--- src/source/ddcPkg.sv ---
`default_nettype none

package ddcPkg;

    // width of each I and Q sample.
    localparam int sampleWidth = 18;
    localparam int sampleMax = (1 << (sampleWidth - 1)) - 1;
    localparam int sampleMin = -(1 << (sampleWidth - 1));

    // LO table peak, half of full scale.
    localparam int loAmplitude = 65536;

    // host register map.
    localparam logic [11:0] centerFreqAddr = 12'h000;
    localparam logic [11:0] cicRateAddr = 12'h004;

    typedef struct packed {
        logic signed [sampleWidth-1:0] i;
        logic signed [sampleWidth-1:0] q;
    } complexSample;

    typedef struct packed {
        logic [3:0] exponent;
        logic [15:0] mantissa;
    } gainSetting;

    // clip a wide signed value to the sample range.
    function automatic logic signed [sampleWidth-1:0] saturate(
        input logic signed [63:0] value
    );
        if (value > sampleMax) begin
            return sampleWidth'(sampleMax);
        end
        if (value < sampleMin) begin
            return sampleWidth'(sampleMin);
        end
        return value[sampleWidth-1:0];
    endfunction

endpackage

`default_nettype wire
--- src/source/ddcLo.sv ---
`timescale 1ns/1ps
`default_nettype none

module ddcLo (
    input  logic                 clk,
    input  logic                 rstN,
    input  logic                 syncIn,
    input  logic                 offsetEn,
    input  logic [31:0]          freqOffset,
    input  logic [31:0]          centerFreq,
    output ddcPkg::complexSample loOut,
    output logic                 loStrobe
);
    import ddcPkg::*;

    logic [31:0] loFreq;
    logic [31:0] phase;

    // first quarter of the cosine, scaled to the LO peak.
    function automatic int quarterMag(input int k);
        case (k)
            0: return loAmplitude;
            1: return 60547;
            2: return 46341;
            3: return 25080;
            default: return 0;
        endcase
    endfunction

    function automatic logic signed [sampleWidth-1:0] cosLookup(input logic [3:0] idx);
        int k;
        int mag;
        k = int'(idx);
        // fold into 0..8, then mirror the second quarter.
        if (k > 8) begin
            k = 16 - k;
        end
        if (k > 4) begin
            mag = -quarterMag(8 - k);
        end else begin
            mag = quarterMag(k);
        end
        return mag[sampleWidth-1:0];
    endfunction

    always_ff @(posedge clk) begin
        if (!rstN) begin
            loFreq <= '0;
            phase <= '0;
            loStrobe <= 1'b0;
        end else begin
            if (offsetEn) begin
                loFreq <= freqOffset - centerFreq;
            end
            if (syncIn) begin
                phase <= phase + loFreq;
            end
            loStrobe <= syncIn;
        end
    end

    // sine is the cosine a quarter turn back.
    always_ff @(posedge clk) begin
        if (syncIn) begin
            loOut.i <= cosLookup(phase[31:28]);
            loOut.q <= cosLookup(phase[31:28] - 4'd4);
        end
    end

endmodule

`default_nettype wire

--- config.mk ---
export PLATFORM = sky130hd
export DESIGN_NAME = ddcLo
export DESIGN_NICKNAME = d
export VERILOG_FILES = /design/src/source/ddcPkg.sv /design/src/source/ddcLo.sv
export SDC_FILE = /design/constraint.sdc
export NUM_CORES = 1
export LEC_CHECK = 0
export BUFFER_PORTS_ARGS = -buffer_cell sky130_fd_sc_hd__buf_4
export CAP_MARGIN = 0
export CELL_PAD_IN_SITES_DETAIL_PLACEMENT = 1
export CELL_PAD_IN_SITES_GLOBAL_PLACEMENT = 2
export CORE_ASPECT_RATIO = 1.4
export CORE_MARGIN = 2
export CORE_UTILIZATION = 38
export CTS_CLUSTER_SIZE = 40
export DETAILED_ROUTE_END_ITERATION = 6
export MAX_ROUTING_LAYER = met4
export PLACE_DENSITY_LB_ADDON = 0.1
export SKIP_CTS_REPAIR_TIMING = 1
export SYNTH_ARGS = -nofsm -noshare
export SYNTH_HDL_FRONTEND = slang
export SYNTH_SLANG_ARGS = --single-unit
--- constraint.sdc ---
create_clock -name clk -period 9.4 [get_ports clk]
set_input_delay 0.94 -clock clk [delete_from_list [all_inputs] [get_ports clk]]
set_output_delay 0.94 -clock clk [all_outputs]
set_load 0.05 [all_outputs]
# Yosys cells after proc, flatten, opt, wreduce, memory -nomap -nowiden
# Cells that the tools add are included.
[op_classes]
addsub = 9
order_cmp = 4
n_eq_ne = 12
mux = 14
n_reduce_logical = 4
[ops]
columns = ["op", "n"]
rows = [
  ["$pmux W17 S4", 4],
  ["$eq A32 B2 Y1 const B", 8],
  ["$eq A32 B1 Y1 const B", 4],
  ["$logic_not A32 Y1", 4],
  ["$mux W32", 4],
  ["$mux W18", 6],
  ["$gt A32 B4 Y1 const B", 2],
  ["$sub A5 B32 Y32 const A", 2],
  ["$neg A18 Y18", 2],
  ["$add A32 B32 Y32", 1],
  ["$sub A32 B32 Y32", 1],
  ["$sub A5 B4 Y6 const A", 2],
  ["$gt A4 B4 Y1 const B", 2],
  ["$sub A4 B3 Y4 const B", 1],
]
[totals]
ff_bits = 101
inputBits = 68
out_inout_bits = 37
word_cells = 48

# Longest topological paths before layout
# Gate-level depths: netlist of the first run.
[logic_depth]
ltp_word = 11
ltp_mapped = 19
depth_no_buf = 17

# Worst setup path before layout of the first run
# No wires, ideal clock.
[synth_timing]
path_kind = "register to register"
start = "reg phase[28]"
end = "reg loOut[16] (netlist name), data pin"
setup_time_ns = 0.256
arrival_ns = 3.442
required_ns = 9.144
setup_slack_ns = 5.701
stages_incl_launch_ff = 19
n_path_buf = 2
synth_period_minus_slack_ns = 3.699
cell_sequence = "dfxtp_1 clkbuf_1 inv_1 ha_1 clkbuf_1 a22oi_1 nor2_1 nand2_1 ha_1 nor3b_1 nor2b_1 nand2_1 and2_1 ha_1 nand2_1 nor3b_1 mux2i_1 o21ai_0 a22o_1"
[synth_via]
elab_chain_cells = 11
elab_cells_between_ends = 21
classes_between = "4 x add/sub; 2 x order compare; 6 x eq/ne; 7 x mux; 2 x reduce/logical"
[synth_lines]
columns = ["element", "line", "source"]
rows = [
  ["start, declared", "ddcLo.sv:17", "logic [31:0] phase;"],
  ["start signal, assigned", "ddcLo.sv:56", "phase <= phase + loFreq;"],
  ["$sub A4 B3 Y4 (*)", "ddcLo.sv:66", "loOut.q <= cosLookup(phase[31:28] - 4'd4);"],
  ["$sub A5 B4 Y6 or $gt A4 B4 Y1 (tied branches)", "ddcLo.sv:36, ddcLo.sv:35", ""],
  ["$mux W32 (*)", "ddcLo.sv:35", "if (k > 8) begin"],
  ["$mux W32 (*)", "ddcLo.sv:64", "if (syncIn) begin"],
  ["$sub A5 B32 Y32", "ddcLo.sv:39", "mag = -quarterMag(8 - k);"],
  ["$eq A32 B2 Y1 (tied with other cells)", "ddcLo.sv:21", "case (k)"],
  ["$pmux W17 S4", "ddcLo.sv:21", ""],
  ["$mux W18", "ddcLo.sv:38", "if (k > 4) begin"],
  ["$mux W18", "ddcLo.sv:64", ""],
  ["$neg A18 Y18", "ddcLo.sv:39", ""],
  ["$mux W18 (*)", "ddcLo.sv:38", ""],
  ["end, declared", "ddcLo.sv:11", "output ddcPkg::complexSample loOut,"],
]
# Every way passes the cells marked *; elsewhere a longest branch is shown, timed or not. The select of a mux whose other input is x is not followed.
# A chain may end at the register's enable or synchronous reset.

# Worst setup path in the final report of the first run
[layout_timing]
start = "reg phase[28]"
end = "reg loOut[34] (netlist name), data pin"
[layout_via]
elab_chain_cells = 10
elab_cells_between_ends = 20
classes_between = "3 x add/sub; 2 x order compare; 6 x eq/ne; 7 x mux; 2 x reduce/logical"
[layout_lines]
columns = ["element", "line"]
rows = [
  ["$sub A5 B4 Y6 or $gt A4 B4 Y1 (tied branches)", "ddcLo.sv:36, ddcLo.sv:35"],
  ["$mux W32 (*)", "ddcLo.sv:35"],
  ["$mux W32 (*)", "ddcLo.sv:64"],
  ["$sub A5 B32 Y32", "ddcLo.sv:39"],
  ["$eq A32 B2 Y1 (tied with other cells)", "ddcLo.sv:21"],
  ["$pmux W17 S4", "ddcLo.sv:21"],
  ["$mux W18", "ddcLo.sv:38"],
  ["$mux W18", "ddcLo.sv:64"],
  ["$neg A18 Y18", "ddcLo.sv:39"],
  ["$mux W18 (*)", "ddcLo.sv:38"],
]
# Marked as above.

==> metrics.md, run 1 <==
| Metric | Value |
|---|---|
| Worst setup path startpoint | `phase[28]$_SDFFE_PN0P_` |
| Area grow syn2layout | `17.8%` |
| Slew Viols, Final | `0` |
| RSZ-0062 raised after global routing | `no` |
| P_leak | `4.00 nW` |
| Most frequent cells in the layout | `buf_4, nor2_1, ha_1` |
| Final Cycle Share | `48.3%` |
| Nets@finish | `~1,100` |
| Ys flop type | `dfxtp_1` |
| CTS tree | `built` |
| CP Launch Type | `flip-flop` |
| Initial core utilization | `approximately 39%` |
| Syn Std Cell Area | `roughly 0.0073 sq mm` |
| Gr usage total | `about 21%` |
| Final Util | `45.4%` |
| CP required | `~9500 ps` |
| Status | `finished, final reports clean` |
| Mean post-synth cell area | `between 8 and 9 sq um` |
| Most common cell after layout, fill and taps aside | `buf_4` |
| Die X | `approximately 120 microns` |
| Number of DRC markers in iteration 0 | `232` |
| Hold path start | `loFreq[4]$_SDFFE_PN0P_` |
| DRC | `0` |
| Vias in the first global route | `7,045` |
| Via Count | `around 6,600` |
| Register area share after synthesis | `between 30% and 40%` |
| Max FO, Critical Path | `13` |
| Via/cell ratio | `around 5.4` |
| Grt ovf | `0` |
| Ys Warns | `0` |
| Routed WL | `between 20,000 and 25,000 microns` |
| Worst ir drop on vdd | `79.6 uV` |
| Drt first pass iters | `4` |
| Placement Rows | `60` |
| Worst reg2reg setup slack | `a little under 5000 ps` |
| CTS sink cnt | `99` |
| CTS Buffer Depth | `2` |
| Post-synth EDFFs | `34` |
| WL/cell | `~17 microns` |
| Ports | `roughly 110` |
| Hold/Removal Path Class | `flip-flop to flip-flop` |
| Synth Register Bits | `about 100` |
| Async set or reset register ratio after synthesis | `0%` |
| Share of cells above drive strength 1 | `between 10% and 20%` |
| Clock Root Buffer | `clkbuf_16` |
| CTS clk-pin slew, worst paths | `~80 ps` |
| Hold_ws | `about 470 ps` |
| RR Startpoint | `phase[28]$_SDFFE_PN0P_` |
| Count of different cell masters after synthesis | `69` |
| Fin crit period | `between 4000 and 5000 ps` |
| Synth Instances | `867` |
| Die area | `0.0205 sq mm` |
| Final Hold Fails | `0` |
| CP endpoint kind | `flip-flop` |
| Routed Antenna Nets | `0` |
| Largest net degree at the start of global routing | `37` |
| CTS buffer count | `9` |
| Dpl hpwl | `approximately 16,000 microns` |
| N_diodes | `0` |
| Achievable Freq | `about 0.22 GHz` |
| First-pass GRT wire length | `about 34,000 microns` |
| H-tree lvl count | `3` |
| Crit path DAT | `4620 ps` |
| Setup TNS | `0 ps` |
| Post-route total power | `between 1 and 1.5 mW` |
| Skew final | `roughly 9.4 ps` |
| GPL Wtd Cong | `just over 0.8` |
| Antenna violations before repair | `0` |
| Layout filler cell count | `about 2,300` |
| Worst skew pair latency | `360 ps` |
| Measured slew at the worst slew-check pin | `855 ps` |
| Max_cap viols | `0` |
| Die Ht | `168 microns` |
| IO buf count | `~100` |
| Syn nets | `1,012` |
| Rel. slew slack | `between 40% and 50%` |
| Cell Pwr Density | `~160 mW/mm^2` |
| Setup CP Type | `flip-flop to flip-flop` |
| Final setup fails | `0` |
| Core area | `between 0.015 and 0.02 sq mm` |
==> routing by layer <==
metal  vias up  track usage, %  routed length (microns)
li1       3290               -                        -
met1      3221            21.4                     7780
met2        54            41.1                    11800
met3        20            2.36                      323
met4         0            5.25                      282
met5         -               -                        0
==> cell usage after synthesis, types with 3 or more instances <==
library cell   n  area [sq um]
o21a_1         9          67.6
and2_1        10          62.6
a211oi_1       8          60.1
clkbuf_1      19          71.3
nand2_1       68           255
o21bai_1      10          75.1
nand4_1       11          68.8
nor3_1        11          55.1
a21o_1        32           240
inv_1         59           221
edfxtp_1      34          1020
o21ai_0       38           190
a31oi_1        8          50.1
or3_1          8          50.1
buf_1          4          15.0
nor2_1        96           360
ha_1          75           938
nand2b_1       5          31.3
and3_1         5          31.3
mux2_2         3          33.8
mux2i_1       37           370
a21oi_1       71           355
o22ai_1        5          31.3
o211ai_1      10          75.1
nor4_1         3          18.8
nor2b_1       11          68.8
xor2_1        11          96.3
nand4b_1       4          35.0
nand3_1       24           120
o21ai_1       19          95.1
xnor2_1       44           385
dfxtp_1       65          1300
==> state kept, by name, indices dropped and copies added, names as in the netlist <==
| register | count |
|---|---|
| loStrobe | 1 |
| loOut | 34 |
| loFreq | 32 |
| phase | 32 |
==> path summary, 6_finish.rpt <==
check                           end  depth (start not counted)
min          loFreq[4]$_SDFFE_PN0P_                          2
max             loOut[34]$_DFFE_PP_                         15
min reg2reg  loFreq[4]$_SDFFE_PN0P_                          2
max reg2reg     loOut[34]$_DFFE_PP_                         15
==> final cells by class <==
type,count,area [sq um],area share (%)
Clock buffer,9,225,2.60
Clock inverter,7,81.3,0.940
Inverter,61,229,2.65
Multi-Input combinational cell,681,4690,54.2
Sequential cell,99,2320,26.8
Tap cell,248,310,3.59
Timing Repair Buffer,106,796,9.20
==> worst max-delay path, cell delays in order (launching register included) <==
cell,delay [ps]
dfxtp_1,620
inv_1,200
ha_1,410
a21boi_1,330
mux2_2,430
nor3_1,230
xnor2_1,90
nor2_1,410
nand2_1,310
nor2_1,310
a21oi_1,110
ha_1,310
nand3_1,110
o21ai_0,100
a21oi_1,180
o22ai_1,100
==> report_power, final <==
part	internal (mW)	switching [mW]	total (mW)
clock network	0.211	0.177	0.388
registers	0.489	0.0285	0.518
logic	0.192	0.300	0.493
total	0.893	0.506	1.40
==> cell families (layout without fill, tap and decap cells) <==
| logic type | Yosys count | count (layout) | synth area share, % |
|---|---|---|---|
| compound gates | 244 | 244 | 21.6 |
| xor+xnor | 55 | 55 | 6.56 |
| fa+ha+maj | 77 | 77 | 13.3 |
| buf+inv | 87 | 183 | 4.57 |
| flops | 99 | 99 | 31.6 |
| mux | 40 | 40 | 5.50 |
| simple gates | 265 | 265 | 16.8 |
==> through the flow <==
stage / setup WS, ps / std cells / area [sq um]
final: 4860 / 1211 / 8650
after global routing: 4330 / 1211 / 8650
after CTS: 4880 / 1211 / 8650
after detailed placement: 4910 / 1195 / 8340
after global placement: 5090 / 1195 / 8340
after floorplan: 5700 / 867 / 7340
Note: power is estimated with default switching activity, not from simulation.
==> run 2: changes to the inputs <==
- CORE_UTILIZATION: 38 -> 32
- clock period: 9.4 -> 4 ns (I/O delays scaled with it)
==> run 2 against run 1 <==
Effect of this change: worst hold slack got worse by 140 ps; critical path depth is 2 higher; cell area rose by 1.8%; clock skew barely moved; via count down 0.99%; flip-flop and latch count unchanged; sequential power is 130% higher; non-clock buffer count is 13 higher; total power grew 130%; count of clock-buffer cells in the layout is 2 higher; global-route usage fell by 4.0 points; combinational power grew 140%.
==> metrics.md, run 2 (synthesis results as in run 1) <==
| Metric | Value |
|---|---|
| Status | `finished, final reports clean` |
| Max reg flops | `34` |
| Worst reg2reg setup slack | `400 ps` |
| RSZ-0062 raised after global routing | `no` |
| DRC | `0` |
| Grt ovf | `0` |
| Max FO, Critical Path | `8` |
| Largest net degree at the start of global routing | `between 50 and 60` |
| CTS sink cnt | `roughly 100` |
| Share of cells above drive strength 1 | `15.7%` |
| Die Ht | `about 180 microns` |
| Vias in the first global route | `~7,000` |
| Die area | `0.0242 sq mm` |
| Measured slew at the worst slew-check pin | `just over 800 ps` |
| Hold/Removal Path Class | `input port to flip-flop` |
| Routed WL | `between 15,000 and 20,000 microns` |
| Reg with most FFs | `loOut` |
| GPL Wtd Cong | `~0.79` |
| IO buf count | `104` |
| Setup CP Type | `flip-flop to flip-flop` |
| CTS tree | `built` |
| H-tree lvl count | `3` |
| CTS clk-pin slew, worst paths | `roughly 70 ps` |
| Ports | `between 100 and 150` |
| Drt first pass iters | `5` |
| Cell Pwr Density | `370 mW/mm^2` |
| Most common cell after layout, fill and taps aside | `buf_4` |
| N_diodes | `0` |
| Via Count | `approximately 6,500` |
| Worst skew pair latency | `360 ps` |
| Number of DRC markers in iteration 0 | `235` |
| Uppermost routed layer | `met4` |
| Met3 WL | `approximately 340 microns` |
| CP required | `~4000 ps` |
| Rel. slew slack | `a little under half` |
| Routed Antenna Nets | `0` |
| P_leak | `roughly 4.1 nW` |
| Initial core utilization | `32.6%` |
| Via/cell ratio | `roughly 5.1` |
| Final Cycle Share | `approximately 90%` |
| Final setup fails | `0` |
| Worst ir drop on vdd | `around 190 uV` |
| Core area | `around 0.023 sq mm` |
| Placement Rows | `65` |
| Final worst slack | `397 ps` |
| Crit path DAT | `around 3700 ps` |
| Gr usage total | `~17%` |
| Fin crit period | `3600 ps` |
| First-pass GRT wire length | `about 32,000 microns` |
| Nets@finish | `around 1,100` |
| Max_cap viols | `0` |
| CP endpoint kind | `flip-flop` |
| Achievable Freq | `approximately 0.28 GHz` |
| Place WS | `around 180 ps` |
| CP Launch Type | `flip-flop` |
| WL met1 | `a little under 8000 microns` |
| Area grow syn2layout | `19.9%` |
| Most frequent cells in the layout | `buf_4, nor2_1, ha_1` |
| Post-route total power | `~3.3 mW` |
| Skew final | `approximately 9.4 ps` |
| Die X | `132 microns` |
| Dpl hpwl | `roughly 15,000 microns` |
| WL/cell | `15.3 microns` |
| CTS buffer count | `9` |
| CTS Buffer Depth | `2` |
| Slew Viols, Final | `0` |
| DR WL met2 | `10,900 microns` |
| Biggest regs | `loOut x34, loFreq x32, phase x32` |
| Clock Root Buffer | `clkbuf_16` |
| Antenna violations before repair | `0` |
| Final Hold Fails | `0` |
| Setup TNS | `0 ps` |
==> run 2: worst paths after layout <==
| kind | startpoint | end | cells past startpoint |
|---|---|---|---|
| setup reg to reg | phase[30]$_SDFFE_PN0P_ | loOut[16]$_DFFE_PP_ | 17 |
| setup / recovery | phase[30]$_SDFFE_PN0P_ | loOut[16]$_DFFE_PP_ | 17 |
| hold reg to reg | loFreq[17]$_SDFFE_PN0P_ | loFreq[17]$_SDFFE_PN0P_ | 2 |
| hold / removal | centerFreq[0] | loFreq[0]$_SDFFE_PN0P_ | 3 |
==> run 2: area by class of cell <==
type	instances	area, sq um
multi-input combinational	681	4690
inverter	61	229
timing repair buffer	119	893
clock buffer	11	254
sequential	99	2320
tap	301	377
clock inverter	5	35.0
fill	2720	13700
==> run 2: critical path, stage by stage, from the launching register on <==
cell and delay, ps:
dfxtp_2 430, inv_2 100, ha_1 340, nor2_1 100, and3_1 200, inv_1 50, ha_1 280, nor3b_1 270
nand3_1 130, nor2_1 220, nand2_1 150, and2_1 190, ha_1 250, nand2_1 140, nor3b_1 70, mux2i_1 120
o21ai_0 100, a22o_1 230
==> run 2: report_power, final <==
part / total (mW) / leakage [nW] / internal [mW] / switching [mW]
sequential: 1.21 / 0.884 / 1.15 / 0.0567
combinational: 1.18 / 3.03 / 0.476 / 0.705
clock: 0.866 / 0.141 / 0.463 / 0.403
total: 3.25 / 4.05 / 2.09 / 1.17
==> run 2: per-stage QoR <==
step / cells / utilization (%) / instance area [sq um] / hold slack, ps
floorplan: 867 / - / 7340 / 430
global placement: 1261 / 37.8 / 8510 / 465
detailed placement: 1261 / 37.8 / 8510 / 465
CTS: 1277 / 39.0 / 8800 / 323
global route: 1277 / 39.1 / 8800 / 338
finish: 1277 / 39.1 / 8800 / 335
==> run 2: per-layer routing <==
| layer | global-route usage [%] | vias up |
|---|---|---|
| met1 | 17.5 | 3125 |
| met5 | - | - |
| met3 | 2.38 | 24 |
| met4 | 5.43 | 0 |
| met2 | 32.4 | 56 |
| li1 | - | 3315 |
==> run 3: changes to the inputs <==
- ABC_CLOCK_PERIOD_IN_PS: unset -> 4500
- CORE_ASPECT_RATIO: 1.4 -> 0.7
- CORE_UTILIZATION: 32 -> 38
- clock period: 4 -> 4.5 ns (I/O delays scaled with it)
==> run 3 against run 2 <==
Effect of this change: total power shrank 10%; critical path type unchanged; wire length up 8.8%; die area shrank 15%; fmax fell by 13%; register-to-register slack lost 60 ps.
==> metrics.md, run 3 (synthesis results as in run 1) <==
| Metric | Value |
|---|---|
| N_diodes | `0` |
| Global-route track usage on met3 | `around 4.2%` |
| Skew final | `14.1 ps` |
| Nets@finish | `1,104` |
| Non-filler cells, final | `1,206` |
| Hold_ws | `around 430 ps` |
| Max FO, Critical Path | `12` |
| Final Cycle Share | `just over 90%` |
| WL/cell | `between 15 and 20 microns` |
| Status | `finished, final reports clean` |
| Cell Pwr Density | `338 mW/mm^2` |
| Design Area, Final | `about 0.0086 sq mm` |
| Placement Rows | `42` |
| Max_cap viols | `0` |
| Crit path DAT | `4290 ps` |
| CTS buffer count | `9` |
| CP Launch Type | `flip-flop` |
| GRT met1 Usage | `33.0%` |
| CP required | `about 4600 ps` |
| H-tree lvl count | `3` |
| Final Util | `~46%` |
| RSZ-0062 raised after global routing | `no` |
| Antenna violations before repair | `0` |
| Max reg flops | `34` |
| CP endpoint kind | `flip-flop` |
| GPL Wtd Cong | `between 0.8 and 0.9` |
| Largest net degree at the start of global routing | `between 70 and 80` |
| Final setup fails | `0` |
| Via Count | `around 6,600` |
| Final worst slack | `338 ps` |
| Slew Viols, Final | `0` |
| Fin crit period | `around 4200 ps` |
| Die area | `just over 0.02 sq mm` |
| Achievable Freq | `~0.24 GHz` |
| Setup TNS | `0 ps` |
| Place WS | `about 310 ps` |
| Final Hold Fails | `0` |
| Drt first pass iters | `5` |
| Routed Antenna Nets | `0` |
| DP Area | `0.00834 sq mm` |
| Die X | `170 microns` |
| Ports | `around 110` |
| Dpl hpwl | `16,300 microns` |
| Most common cell after layout, fill and taps aside | `buf_4` |
| First-pass GRT wire length | `about 34,000 microns` |
| Setup CP Type | `flip-flop to flip-flop` |
| Measured slew at the worst slew-check pin | `slightly above 1000 ps` |
| Post-route total power | `between 2 and 3 mW` |
| Worst ir drop on vdd | `approximately 170 uV` |
| Core area | `roughly 0.019 sq mm` |
| Vias in the first global route | `6,558` |
| IO buf count | `approximately 100` |
| Area grow syn2layout | `17.5%` |
| Biggest regs | `loOut x34, loFreq x32, phase x32` |
| Hold/Removal Path Class | `input port to flip-flop` |
| Met2 GRT Util | `between 20% and 30%` |
| Placed insts | `1,190` |
| P_leak | `approximately 4 nW` |
| Initial core utilization | `38.8%` |
| CTS sink cnt | `roughly 100` |
| DRC | `0` |
| Via/cell ratio | `roughly 5.5` |
| Clock Root Buffer | `clkbuf_16` |
| CTS Buffer Depth | `2` |
| Gr busiest metal | `met1` |
| Die Ht | `roughly 120 microns` |
| Rel. slew slack | `roughly 30%` |
| Gr usage total | `between 20 and 25%` |
| Number of DRC markers in iteration 0 | `437` |
| Most frequent cells in the layout | `buf_4, nor2_1, ha_1` |
| CTS tree | `built` |
| Routed WL | `21,200 microns` |
| CTS clk-pin slew, worst paths | `about 80 ps` |
| Grt ovf | `0` |
| Worst skew pair latency | `360 ps` |
| Share of cells above drive strength 1 | `14.4%` |
| Reg with most FFs | `loOut` |
==> run 3: final cells by class <==
| class | count | area, sq um |
|---|---|---|
| Fill cell | 2270 | 10300 |
| Multi-Input combinational cell | 681 | 4690 |
| Sequential cell | 99 | 2320 |
| Timing Repair Buffer | 107 | 803 |
| Tap cell | 242 | 303 |
| Clock buffer | 10 | 229 |
| Inverter | 61 | 229 |
| Clock inverter | 6 | 55.1 |
==> run 3: critical path: stages, from the launching register on <==
cell     delay (ps)
dfxtp_1         380
inv_1           160
ha_1            480
a22oi_1         160
nor2_1          370
nand2_1         100
ha_1            290
nor3b_1         250
nand3_1         120
nor2_1          280
nand2_1         160
and2_1          200
ha_1            250
nand2_1         150
nor3b_1          70
mux2i_1         150
o21ai_0         100
a22o_1          250
==> run 3: worst paths after layout <==
check / startpoint / endpoint / slack, ps / cells past startpoint
max: phase[29]$_SDFFE_PN0P_ / loOut[16]$_DFFE_PP_ / 340 / 17
max reg2reg: phase[29]$_SDFFE_PN0P_ / loOut[16]$_DFFE_PP_ / 340 / 17
min reg2reg: loFreq[4]$_SDFFE_PN0P_ / loFreq[4]$_SDFFE_PN0P_ / 490 / 2
min: centerFreq[0] / loFreq[0]$_SDFFE_PN0P_ / 430 / 3
==> run 3: report_power, final <==
| group | switching, mW | internal (mW) | leakage (nW) |
|---|---|---|---|
| Sequential | 0.0654 | 1.02 | 0.884 |
| Combinational | 0.646 | 0.410 | 2.97 |
| Clock | 0.385 | 0.388 | 0.140 |
==> run 3: layer usage <==
metal | share of wire [%] | wire [microns]
met2 | 40 | 8430
met1 | 55 | 11600
met4 | 0.80 | 170
met5 | 0 | 0
met3 | 4.7 | 997
