==> config.mk <==
export PLATFORM = sky130hd
export DESIGN_NAME = ddcRegs
export DESIGN_NICKNAME = d
export VERILOG_FILES = /design/src/source/ddcPkg.sv /design/src/source/ddcRegs.sv
export SDC_FILE = /design/constraint.sdc
export NUM_CORES = 1
export LEC_CHECK = 0
export ABC_AREA = 1
export BUFFER_PORTS_ARGS = -buffer_cell sky130_fd_sc_hd__buf_2
export CAP_MARGIN = 0
export CORE_ASPECT_RATIO = 1.5
export CORE_UTILIZATION = 45
export DETAILED_ROUTE_END_ITERATION = 10
export HOLD_SLACK_MARGIN = 0.06
export PLACE_DENSITY = 0.84
export SETUP_SLACK_MARGIN = 0.02
export SLEW_MARGIN = 10
export SYNTH_ARGS = -nofsm -noshare
export SYNTH_HDL_FRONTEND = slang
export SYNTH_SLANG_ARGS = --single-unit
==> constraint.sdc <==
create_clock -name clk -period 2.4 [get_ports clk]
set_clock_uncertainty 0.1 [all_clocks]
set_input_delay 0.24 -clock clk [delete_from_list [all_inputs] [get_ports clk]]
set_output_delay 0.24 -clock clk [all_outputs]
set_load 0.02 [all_outputs]
==> src/source/ddcPkg.sv <==
`default_nettype none

package ddcPkg;

    // width of each I and Q sample.
    localparam int sampleWidth = 18;
    localparam int sampleMax = (1 << (sampleWidth - 1)) - 1;
    localparam int sampleMin = -(1 << (sampleWidth - 1));

    // LO table peak, half of full scale.
    localparam int loAmplitude = 65536;

    // host register map.
    localparam logic [11:0] centerFreqAddr = 12'h000;
    localparam logic [11:0] cicRateAddr = 12'h004;

    typedef struct packed {
        logic signed [sampleWidth-1:0] i;
        logic signed [sampleWidth-1:0] q;
    } complexSample;

    typedef struct packed {
        logic [3:0] exponent;
        logic [15:0] mantissa;
    } gainSetting;

    // clip a wide signed value to the sample range.
    function automatic logic signed [sampleWidth-1:0] saturate(
        input logic signed [63:0] value
    );
        if (value > sampleMax) begin
            return sampleWidth'(sampleMax);
        end
        if (value < sampleMin) begin
            return sampleWidth'(sampleMin);
        end
        return value[sampleWidth-1:0];
    endfunction

endpackage

`default_nettype wire
==> src/source/ddcRegs.sv <==
`timescale 1ns/1ps
`default_nettype none

module ddcRegs #(
    parameter int cicMaxRateLog2 = 4
) (
    input  logic                                  clk,
    input  logic                                  rstN,
    input  logic [11:0]                           addr,
    input  logic [31:0]                           din,
    input  logic                                  wr0,
    input  logic                                  wr1,
    input  logic                                  wr2,
    input  logic                                  wr3,
    output logic [31:0]                           dout,
    output logic [31:0]                           centerFreq,
    output logic [$clog2(cicMaxRateLog2 + 1)-1:0] cicRateLog2
);
    import ddcPkg::*;

    localparam int rateWidth = $clog2(cicMaxRateLog2 + 1);

    logic [3:0] byteWr;
    logic centerSel;
    logic rateSel;
    logic [rateWidth-1:0] rateClamped;

    assign byteWr = {wr3, wr2, wr1, wr0};
    assign centerSel = (addr == centerFreqAddr);
    assign rateSel = (addr == cicRateAddr);

    // rate sits in the low byte, clamped to the largest supported exponent.
    assign rateClamped = (din[7:0] > cicMaxRateLog2) ? rateWidth'(cicMaxRateLog2)
                                                     : din[rateWidth-1:0];

    always_ff @(posedge clk) begin
        if (!rstN) begin
            centerFreq <= '0;
            cicRateLog2 <= '0;
        end else begin
            for (int b = 0; b < 4; b++) begin
                if (centerSel && byteWr[b]) begin
                    centerFreq[8*b +: 8] <= din[8*b +: 8];
                end
            end
            if (rateSel && wr0) begin
                cicRateLog2 <= rateClamped;
            end
        end
    end

    // readback, zero when unmapped.
    always_comb begin
        dout = '0;
        if (centerSel) begin
            dout = centerFreq;
        end else if (rateSel) begin
            dout = 32'(cicRateLog2);
        end
    end

endmodule

`default_nettype wire

# Word level (Yosys, flattened, before mapping)
# Index checks and enable logic that the tools add are counted.
dict set report classes {
  n_lt_le_gt_ge 1
  n_eq_ne 1
  mux 3
  n_reduce_logical 6
}
# op n
set op_table {}
lappend op_table {{$mux 32} 1}
lappend op_table {{$eq 12x3->1 const B} 1}
lappend op_table {{$logic_not 12->1} 1}
lappend op_table {{$gt 8x3->1 const B} 1}
lappend op_table {{$mux 3} 2}
lappend op_table {{$logic_and 1x1->1} 5}
dict set report word_totals {
  regBits 35
  input_bits 50
  output_inout_bits 67
  word_cells 16
}

# Logic depth before layout (Yosys ltp)
# Gate-level depths: netlist (run 1).
dict set report depth {
  ltp_word 3
  depth_mapped 8
  mapped_depth_nobuf 7
}

# Worst setup path before layout (run 1)
# Ideal clock, no wire load.
dict set report synth_timing {
  path_kind {input-to-output}
  start {in addr[9]}
  end {out dout[2]}
  t_arrival_ns 1.263
  t_required_ns 2.060
  slack_ns 0.797
  path_stages 6
  path_buffers 1
  cell_sequence {nor2_1 -> nand2_2 -> nor2_8 -> nand2_2 -> buf_2 -> o22ai_1}
}
dict set report synth_via {
  elab_chain_len 3
  elab_cells_between_ends 4
  classes_between {1 x eq/ne; 2 x mux; 1 x reduce/logical}
}
# item line_no
set synth_rtl {}
lappend synth_rtl {{from (decl)} ddcRegs.sv:9} ;# input logic [11:0] addr,
lappend synth_rtl {{$eq 12x3->1} ddcRegs.sv:30} ;# assign rateSel = (addr == cicRateAddr);
lappend synth_rtl {{$mux 3} ddcRegs.sv:57} ;# end else if (rateSel) begin
lappend synth_rtl {{$mux 32 (*)} ddcRegs.sv:55} ;# if (centerSel) begin
lappend synth_rtl {{to (decl)} ddcRegs.sv:15} ;# output logic [31:0] dout,
# Every way passes the cells marked *; elsewhere a longest branch is shown, timed or not.

# Final worst setup path (run 1)
dict set report layout_timing {
  start {in addr[9]}
  end {out dout[1]}
}
# Same word-level chain as after synthesis.

==> results of run 1 <==
==> per-stage QoR <==
stage               cell area (sq um)  hold slack [ns]
finish                           2440           0.0759
global placement                 2350            0.360
global route                     2440           0.0739
detailed placement               2350            0.369
floorplan                        1800            0.275
CTS                              2440           0.0708
==> kinds of logic after synthesis <==
logic type | Yosys count | share of synthesized area (%)
flip-flops | 35 | 38.9
AO/OA/AOI/OAI | 3 | 1.04
AND/OR/NAND/NOR | 195 | 47.0
buffers and inverters | 52 | 13.1
==> cells in the final DEF, fill, tap and decap left out <==
cell      instances
dfxtp_1          35
inv_1            41
clkbuf_8          6
nand2_1          68
nand3_4           4
nand4_1           1
nand2_2           7
clkinv_2          1
nor2_8            2
nand3_1           2
nor3_1            2
nor2_2            1
buf_2           116
nor2_1          108
o22ai_1           3
==> final cells by class <==
class                   instances  area, sq um
multi-input cells             198          866
clock buffers                   6         82.6
repair buffers                116          581
clock inverters                 1         5.00
fillers                       379         1310
inverters                      41          154
flip-flops and latches         35          701
well taps                      43         53.8
==> power by group <==
group	internal (uW)	switching [uW]	total [uW]
Combinational	32.6	36.3	68.9
Clock	225	208	433
Sequential	581	0.0517	581
==> state kept, by name (all words and copies together), names as in the netlist <==
register / flops
cicRateLog2: 3
centerFreq: 32
==> how the worst min path moves through the flow <==
stage / cells past startpoint / slack (ns) / end / start
6_report: 3 / 0.08 / centerFreq[30] / din[30]
5_1_grt: 3 / 0.07 / centerFreq[16] / din[16]
4_1_cts: 3 / 0.07 / centerFreq[30] / din[30]
3_5_place_dp: 3 / 0.37 / centerFreq[10] / din[10]
3_3_place_gp: 3 / 0.36 / centerFreq[10] / din[10]
2_1_floorplan: 2 / 0.27 / centerFreq[0] / din[0]
==> worst register-to-register path, cell delays in order, from the launching register on <==
cell,delay (ns)
dfxtp_1,0.34
inv_1,0.06
nand2_1,0.06
nand2_1,0.05
nor2_1,0.11
==> layer usage <==
metal	up-vias	GRT usage, %	wire length (microns)
met1	847	24.8	1760
met2	73	40.9	2420
met4	0	9.47	48
met3	5	4.95	239
met5	-	0	0
li1	1045	-	-
==> results.md, run 1 <==
* Status: finished clean
* Top cells by count, synth: nor2_1 (108), nand2_1 (68), inv_1 (41)
* Gate Count Post-Synth at 285
* Hpwl dp at 3380 microns
* Worst Setup Path Type: in -> out
* CORE AREA at roughly 0.0037 sq mm
* Count of buffers from port buffering at 116
* Ranking of synthesized cells by area: dfxtp_1 (39%), nor2_1 (22%), nand2_1 (14%), inv_1 (8.5%), nand3_4 (3.9%)
* Routed vias/inst at 4.48
* Clock transition at path regs at 0.07 ns
* Antenna viol nets, final at 0
* Number of flops mapped to enable cells by yosys at 0
* Drt first pass iters at 4
* Crit. End Element: output pin
* Rows at 27
* Nets at 447
* Worst R2R Start: centerFreq[14]
* Crit path max-delay family: simple AND/OR/NAND/NOR gates
* Worst setup SP type: primary input
* First-pass GRT wire length at approximately 7400 microns
* CTS max path bufs at 2
* H-tree depth at 2
* Cell Area, Synth at 0.00180 sq mm
* Die Footprint at 0.00427 sq mm
* Relative slew slack at 57.1%
* CTS tree: yes
* Placed Cells incl. Taps at 433
* CTS sink count at 35
* Cell variety after synth at 16
* Instance count on the critical path at 7
* Crit path buf inv count at 2
* Sequential share of the synthesized area at 38.9%
* Later-pin clock latency in the skew report at ~0.28 ns
* Postcts setup bufs at 0
* Routed wire length at 4470 microns
* Post-synth top area cell: dfxtp_1
* Max FO, Critical Path at 32
* Post-CTS sizing at 0
* Power Total at approximately 1100 uW
* GRT Total Usage at 22.9%
* Inserted Diodes at 0
* Initial Util at a little under 50%
* Peak VDD IR at roughly 0.37 mV
* CTS root buf: clkbuf_8
* Cts hold-fix bufs at 0
* Worst EP arrival at 1.69 ns
* Fin. Hold Viols at 0
* Syn_nets at 335
* Tmin final at approximately 2 ns
* Critical path's slowest cell: nand2_2
* Final worst setup slack at 0.368 ns
* Slew @ Worst Pin at 0.643 ns
* Top_reg_cell synth: dfxtp_1
* Launch point of the worst path: addr[9]
* Setup violators final at 0
* Layout cells sized above 1 at 34.5%
* FF-to-FF path depth at 4
* Area Overhead vs Synth at 35.5%
* Final worst path period share at 84.7%
* Final setup TNS at 0 ns
* Vias in the first global route at between 1.5k and 2k
* R2r setup slk at 1.62 ns
* Cell chain of the critical path: buf_2 > nor2_1 > nand2_2 > nor2_8 > nand2_2 > o22ai_1 > buf_2
* Synth warnings at 0
* Post-route insts no fill at 440
* I/O pins at ~120
* Max Fclk at about 490 MHz
* Final Max Slew Viols at 0
* Critical R2R Capture: centerFreq[14]
* Largest net degree at the start of global routing at 36
* Fin util at between 60 and 70%
* Max Cap Viol at 0
* Iter 0 DRT Violations at 45
* Placement Setup Slack at between 0.3 and 0.4 ns
* Overflow after GRT at 0
* FFs w/ async S/R, synth at 0%
* Worst min path class: in -> reg
* Die span in x at 53.7 microns
* Inserted Clock Buffers at 5
* Vias at 1970
* Synth top area share at 38.9%
* End of the critical path: dout[1]
* Initial antenna violation count at 0
* Synthesis-stage register bit count at 35
* Drt drc at 0
* Syn_area_per_cell at 6.33 sq um
* RD Place Congestion at 0.748
* Routed length per instance at 10.2 microns
* Pleak at 0.00152 uW
* Die Ht at 79.5 microns
* P per Cell Area at 443 mW/mm^2
* CP max stage delay at between 0.3 and 0.4 ns
* Critical Path RT at ~2.1 ns
* Top-count cell post-synth: nor2_1
* RSZ-0062 raised after global routing: no
No activity file was read; power rests on OpenSTA's default activity.
==> run 2: changes to the inputs <==
--- a/config.mk
+++ b/config.mk
@@ -9,10 +9,10 @@
 export BUFFER_PORTS_ARGS = -buffer_cell sky130_fd_sc_hd__buf_2
 export CAP_MARGIN = 0
 export CORE_ASPECT_RATIO = 1.5
-export CORE_UTILIZATION = 45
+export CORE_UTILIZATION = 42
 export DETAILED_ROUTE_END_ITERATION = 10
 export HOLD_SLACK_MARGIN = 0.06
-export PLACE_DENSITY = 0.84
+export PLACE_DENSITY = 0.79
 export SETUP_SLACK_MARGIN = 0.02
 export SLEW_MARGIN = 10
 export SYNTH_ARGS = -nofsm -noshare
==> constraint.sdc (replaced) <==
create_clock -name clk -period 2.1 [get_ports clk]
set_clock_uncertainty 0.1 [all_clocks]
set_input_delay 0.21 -clock clk [delete_from_list [all_inputs] [get_ports clk]]
set_output_delay 0.21 -clock clk [all_outputs]
set_load 0.02 [all_outputs]
==> results.md, run 2 (synthesis gave the netlist of run 1 again) <==
* Status: finished clean
* Commonest non-fill, non-tap cell in the layout: buf_2
* Pleak at 0.00163 uW (+7.2%)
* Max Fclk at 545 MHz
* Die Footprint at 0.00456 sq mm (+6.9%)
* Count of buffers from port buffering at 116 (unchanged)
* First-pass GRT wire length at 8090 microns (+9.7%)
* CTS root buf: clkbuf_8
* RD Place Congestion at 0.785 (+4.9%)
* Post-route cell area at 0.00271 sq mm (+11%)
* Drt drc at 0 (unchanged)
* CORE AREA at 0.00403 sq mm (+7.4%)
* Critical Path RT at 1.79 ns (-0.27 ns)
* Initial antenna violation count at 0 (unchanged)
* Final Max Slew Viols at 0 (unchanged)
* I/O pins at 117 (unchanged)
* Inserted Diodes at 0 (unchanged)
* Overflow after GRT at 0 (unchanged)
* Rows at 28 (+3.7%)
* Final setup TNS at 0 ns (unchanged)
* Largest registers: centerFreq: 32 flops, cicRateLog2: 3 flops
* Area Overhead vs Synth at 50.2%
* Worst EP arrival at 1.53 ns (-0.16 ns)
* Commonest non-fill, non-tap cells in the layout: buf_2 (116), nor2_1 (108), nand2_1 (68)
* Iter 0 DRT Violations at 65 (+44%)
* Postcts setup bufs at 0 (unchanged)
* Vias in the first global route at 1968 (+12%)
* Worst min path class: in -> reg
* CTS sink count at 35 (unchanged)
* Clock transition at path regs at 0.07 ns (about the same)
* Final worst path period share at 87.4%
* Inserted Clock Buffers at 5 (unchanged)
* Later-pin clock latency in the skew report at 0.29 ns (about the same)
* # fillers at 368 (-2.9%)
* RSZ-0062 raised after global routing: no
* CTS max path bufs at 2 (unchanged)
* Placement Cell Area at 0.00236 sq mm (+0.43%)
* Nets at 469 (+4.9%)
* Worst setup SP type: primary input
* Antenna viol nets, final at 0 (unchanged)
* Worst Setup Path Type: in -> out
* Max reg flops at 32 (unchanged)
* Layout cells sized above 1 at 32.9% (-1.7 points)
* CTS tree: yes
* Routed length per instance at 10.5 microns (+3.8%)
* Routed vias/inst at 4.38 (-2.1%)
* GRT Total Usage at 22.5% (-0.45 points)
* Max Cap Viol at 0 (unchanged)
* Die Ht at 82.2 microns (+3.4%)
* Vias at 2039 (+3.5%)
* Slew @ Worst Pin at 0.658 ns (+0.0150 ns)
* H-tree depth at 2 (unchanged)
* Drt first pass iters at 4 (unchanged)
* P per Cell Area at 551 mW/mm^2 (+24%)
* Crit. End Element: output pin
* Hpwl dp at 3410 microns (+0.81%)
* Initial Util at 44.8% (-3.3 points)
* Largest net degree at the start of global routing at 36 (unchanged)
* Die span in x at 55.5 microns (+3.4%)
* Routed wire length at 4900 microns (+9.7%)
* Setup violators final at 0 (unchanged)
* Relative slew slack at 56.1% (-1.0 points)
* Peak VDD IR at 0.552 mV (+49%)
* Fin. Hold Viols at 0 (unchanged)
* Max FO, Critical Path at 22 (-31%)
* Top reg by flops: centerFreq
* Tmin final at between 1.5 and 2 ns
## run 2: cell types whose count changed in the layout (fill, tap and decap cells not counted)
cell | before | now
buf_4 | 0 | 1
bufinv_16 | 0 | 2
clkbuf_1 | 0 | 1
clkbuf_8 | 6 | 5
clkinv_2 | 1 | 0
dlygate4sd3_1 | 0 | 21
## run 2: worst paths after layout
check / start / to / slack, ns / cells after the start
worst max-delay path: addr[9] / dout[9] / 0.26 / 8
worst min-delay path: din[27] / centerFreq[27] / 0.06 / 3
worst max register to register: centerFreq[5] / centerFreq[5] / 1.30 / 4
worst min register to register: centerFreq[10] / centerFreq[10] / 0.43 / 4
## run 2: what timing repair did
action | in CTS | in global routing
gates resized for setup | 0 | 0
hold buffers | 21 | 0
hold endpoints to repair | 21 | 0
## run 2: stage by stage
step	cells	worst slack [ns]	power, uW	hold slack, ns	utilization (%)
floorplan	285	0.557	705	0.245	-
finish	465	0.264	1490	0.0599	67.2
global placement	436	0.330	756	0.334	58.7
global route	465	0.133	1530	0.0748	67.2
CTS	465	0.288	1500	0.0642	67.2
detailed placement	436	0.282	757	0.337	58.7
## run 2: worst max-delay path, cell delays in order
cell and delay, ns:
buf_2 0.10, nor2_1 0.12, nand2_2 0.10, nor2_8 0.22, nand2_2 0.19, buf_4 0.27, nor2_1 0.13, buf_2 0.19
## run 2: report_power, final
part	switching, uW	internal (uW)
Combinational	46.6	62.6
Clock	245	475
Sequential	0.0617	663
Total	291	1200
## run 2: cell type report
cell class                      count  area, sq um  share of cell area, %
Sequential cell                    35          701                   25.9
Multi-Input combinational cell    198          866                   32.0
Inverter                           41          154                   5.68
Tap cell                           45         56.3                   2.08
Clock buffer                        6         72.6                   2.68
Clock inverter                      2         60.1                   2.22
Timing Repair Buffer              138          798                   29.5
## run 2: metal layers
layer	vias up	track usage [%]	routed length [microns]
met5	-	0	0
met4	0	9.00	82
met3	8	4.67	249
met2	73	46.4	2690
met1	869	21.4	1880
li1	1089	-	-
==> run 3: changes to the inputs <==
--- a/config.mk
+++ b/config.mk
@@ -5,11 +5,12 @@
 export SDC_FILE = /design/constraint.sdc
 export NUM_CORES = 1
 export LEC_CHECK = 0
-export ABC_AREA = 1
+export ABC_AREA = 0
 export BUFFER_PORTS_ARGS = -buffer_cell sky130_fd_sc_hd__buf_2
 export CAP_MARGIN = 0
 export CORE_ASPECT_RATIO = 1.5
 export CORE_UTILIZATION = 42
+export CTS_BUF_LIST = sky130_fd_sc_hd__clkbuf_16
 export DETAILED_ROUTE_END_ITERATION = 10
 export HOLD_SLACK_MARGIN = 0.06
 export PLACE_DENSITY = 0.79
==> results.md, run 3 <==
* Commonest non-fill, non-tap cell in the layout: buf_2
* Inserted Diodes at 0 (unchanged)
* Max Fclk at 488 MHz (-10%)
* Worst min path class: in -> reg
* Clock share of power at 46.4% (-1.8 points)
* WL met3 at 206 microns (-17%)
* CTS sink count at 35 (unchanged)
* CORE AREA at 0.00403 sq mm (unchanged)
* Syn_area_per_cell at 8.66 sq um (+37%)
* Vias in the first global route at 1584 (-20%)
* Commonest non-fill, non-tap cells in the layout: buf_2 (115), nand2_1 (68), mux2i_1 (38)
* Overflow after GRT at 0 (unchanged)
* Worst EP arrival at 1.74 ns (+0.21 ns)
* Top layer in use: met4
* Top-count cell post-synth: nand2_1
* Gate Count Post-Synth at 207 (-27%)
* Max Cap Viol at 0 (unchanged)
* WHS Endpoint: centerFreq[24]
* Pleak at 0.00134 uW (-18%)
* P per Cell Area at 539 mW/mm^2 (-2.1%)
* R2r setup slk at 1.36 ns (+0.06 ns)
* Nets at 379 (-19%)
* Rows at 28 (unchanged)
* Met1 Wirelength at 1760 microns (-6.4%)
* CTS max path bufs at 2 (unchanged)
* Placement Setup Slack at 0.0238 ns (-0.259 ns)
* Synth top area share at 39.1% (+0.24 points)
* Status: finished clean
* Top cells by count, synth: nand2_1 (68), mux2i_1 (38), dfxtp_1 (35)
* Layout cells sized above 1 at 43.6% (+11 points)
* Critical R2R Capture: centerFreq[3]
* Die span in x at 55.3 microns (-0.30%)
* Top_reg_cell synth: dfxtp_1
* Power Total at 1450 uW (-2.9%)
* Crit. End Element: output pin
* Iter 0 DRT Violations at 35 (-46%)
* Ranking of synthesized cells by area: dfxtp_1 (39%), mux2i_1 (21%), nand2_1 (14%), and2_1 (10%), nor4_4 (4.7%)
* Tmin final at 2.05 ns (+0.212 ns)
* Final worst setup slack at 0.0516 ns (-0.212 ns)
* Largest net degree at the start of global routing at 33 (-8.3%)
* # fillers at 356 (-3.3%)
* CTS root buf: clkbuf_16
* Final setup TNS at 0 ns (unchanged)
* Cell Area, Synth at 0.00179 sq mm (-0.62%)
* Max reg flops at 32 (unchanged)
* Syn_nets at 257 (-23%)
* Synth warnings at 0 (unchanged)
* Final Max Slew Viols at 0 (unchanged)
* Met2 wire length at 2480 microns (-7.8%)
* FF-to-FF path depth at 2 (-2)
* Sequential share of the synthesized area at 39.1% (+0.24 points)
* Drt first pass iters at 4 (unchanged)
* Seq pwr share at 45.9% (+1.4 points)
* Switching Fraction at 21.0% (+1.5 points)
* Post-route cell area at 0.00269 sq mm (-0.74%)
* Worst Setup Path Type: in -> out
* Hold path depth at 3 (unchanged)
* Routed wire length at 4490 microns (-8.5%)
* Later-pin clock latency in the skew report at 0.27 ns (-0.02 ns)
* Critical Path RT at 1.79 ns (about the same)
* H-tree depth at 2 (unchanged)
* Die Footprint at 0.00454 sq mm (-0.60%)
* Worst R2R Start: centerFreq[3]
* Gate power share at 7.7% (+0.4 points)
* Hpwl dp at 3390 microns (-0.38%)
* Net Sw Power at 304 uW (+4.5%)
* Relative slew slack at 67.0% (+11 points)
* Slew @ Worst Pin at 0.495 ns (-0.163 ns)
* RSZ-0062 raised after global routing: yes
* Routed vias/inst at 4.77 (+8.7%)
* Post-synth top area cell: dfxtp_1
* Largest registers: centerFreq: 32 flops, cicRateLog2: 3 flops
* P_int at 1140 uW (-4.6%)
* First-pass GRT wire length at 7030 microns (-13%)
* Peak VDD IR at 0.602 mV (+9.0%)
* Placement Cell Area at 0.00252 sq mm (+6.8%)
* CTS tree: yes
* Initial antenna violation count at 0 (unchanged)
* Fin. Hold Viols at 0 (unchanged)
* Final worst path period share at 97.5% (+10 points)
* Clock transition at path regs at 0.05 ns (-0.02 ns)
* Die Ht at 82.0 microns (-0.30%)
* Area Overhead vs Synth at 50.0%
* Antenna viol nets, final at 0 (unchanged)
* GRT Total Usage at 19.7% (-2.8 points)
* Number of flops mapped to enable cells by yosys at 0 (unchanged)
* Vias at 1787 (-12%)
* Cell variety after synth at 18 (+2)
* I/O pins at 117 (unchanged)
* Synthesis-stage register bit count at 35 (unchanged)
* RD Place Congestion at 0.744 (-5.2%)
* Max FO, Critical Path at 5 (-77%)
* Initial Util at 44.5% (-0.28 points)
* Hold path startpoint: din[24]
* Worst setup SP type: primary input
* Inserted Clock Buffers at 5 (unchanged)
* Routed length per instance at 12.0 microns (+13%)
* FFs w/ async S/R, synth at 0% (unchanged)
* Drt drc at 0 (unchanged)
* Postcts setup bufs at 0 (unchanged)
* Top reg by flops: centerFreq
* Setup violators final at 0 (unchanged)
* Count of buffers from port buffering at 116 (unchanged)
[run 3: cell count changes after synthesis, moves of 7 or more]
cell and change:
clkbuf_1 +9, nor2_1 -104, nand2_2 -7, mux2i_1 +38, and2_1 +29, inv_1 -41
[run 3: logic make-up (layout without fill, tap and decap cells)]
kind of cell | Yosys count | count (layout) | synth area share [%]
multiplexers | 38 | 38 | 21.2
flip-flops | 35 | 35 | 39.1
buffers and inverters | 15 | 138 | 3.91
AND/OR/NAND/NOR | 118 | 118 | 35.2
AO/OA/AOI/OAI | 1 | 1 | 0.559
[run 3: metrics by stage]
stage | std cells | util [%] | hold WS (ns)
final | 375 | 66.7 | 0.0846
after global placement | 366 | 62.7 | 0.352
after global routing | 375 | 66.7 | 0.0795
after CTS | 375 | 66.5 | 0.0781
after detailed placement | 366 | 62.7 | 0.358
after floorplan | 207 | - | 0.252
[run 3: worst max-delay path: stages]
cell and delay (ns):
buf_2 0.10, or4_4 0.55, buf_4 0.19, or3_1 0.40, nor2_1 0.14, buf_4 0.15
[run 3: cell type report]
| cell class | instances | area [sq um] | share of cell area [%] |
|---|---|---|---|
| well taps | 45 | 56.3 | 2.09 |
| repair buffers | 130 | 754 | 28.1 |
| multi-input cells | 157 | 1040 | 38.7 |
| flip-flops and latches | 35 | 701 | 26.1 |
| clock buffers | 5 | 125 | 4.66 |
| clock inverters | 3 | 11.3 | 0.419 |
[run 3: routing by layer]
layer	up-vias	GRT usage [%]
li1	918	-
met1	808	20.3
met2	59	38.6
met3	2	4.25
met4	0	7.50
met5	-	0
[run 3: power groups by stage]
| stage | Sequential, uW | Clock, uW | Combinational, uW |
|---|---|---|---|
| after CTS | 665 | 689 | 112 |
| after global placement | 679 | 0 | 108 |
| after detailed placement | 679 | 0 | 111 |
| after global routing | 664 | 724 | 125 |
| final | 665 | 672 | 112 |
| after floorplan | 679 | 0 | 53.0 |
[run 3: what timing repair did]
| action | in CTS | in global routing |
|---|---|---|
| pin swaps | 0 | 1 |
| gates cloned | 1 | 0 |
| hold buffers | 0 | 0 |
| setup endpoints to repair | 2 | 21 |
| gates resized for setup | 4 | 3 |
[run 3: worst max path at each step]
stage | startpoint | to | slack, ns | cells past startpoint
6_report | addr[8] | dout[0] | 0.05 | 6
5_1_grt | addr[8] | dout[6] | -0.01 | 6
4_1_cts | addr[4] | dout[10] | 0.02 | 6
3_5_place_dp | addr[4] | dout[10] | 0.02 | 6
3_3_place_gp | addr[4] | dout[20] | 0.06 | 6
2_1_floorplan | addr[4] | dout[10] | 0.03 | 6
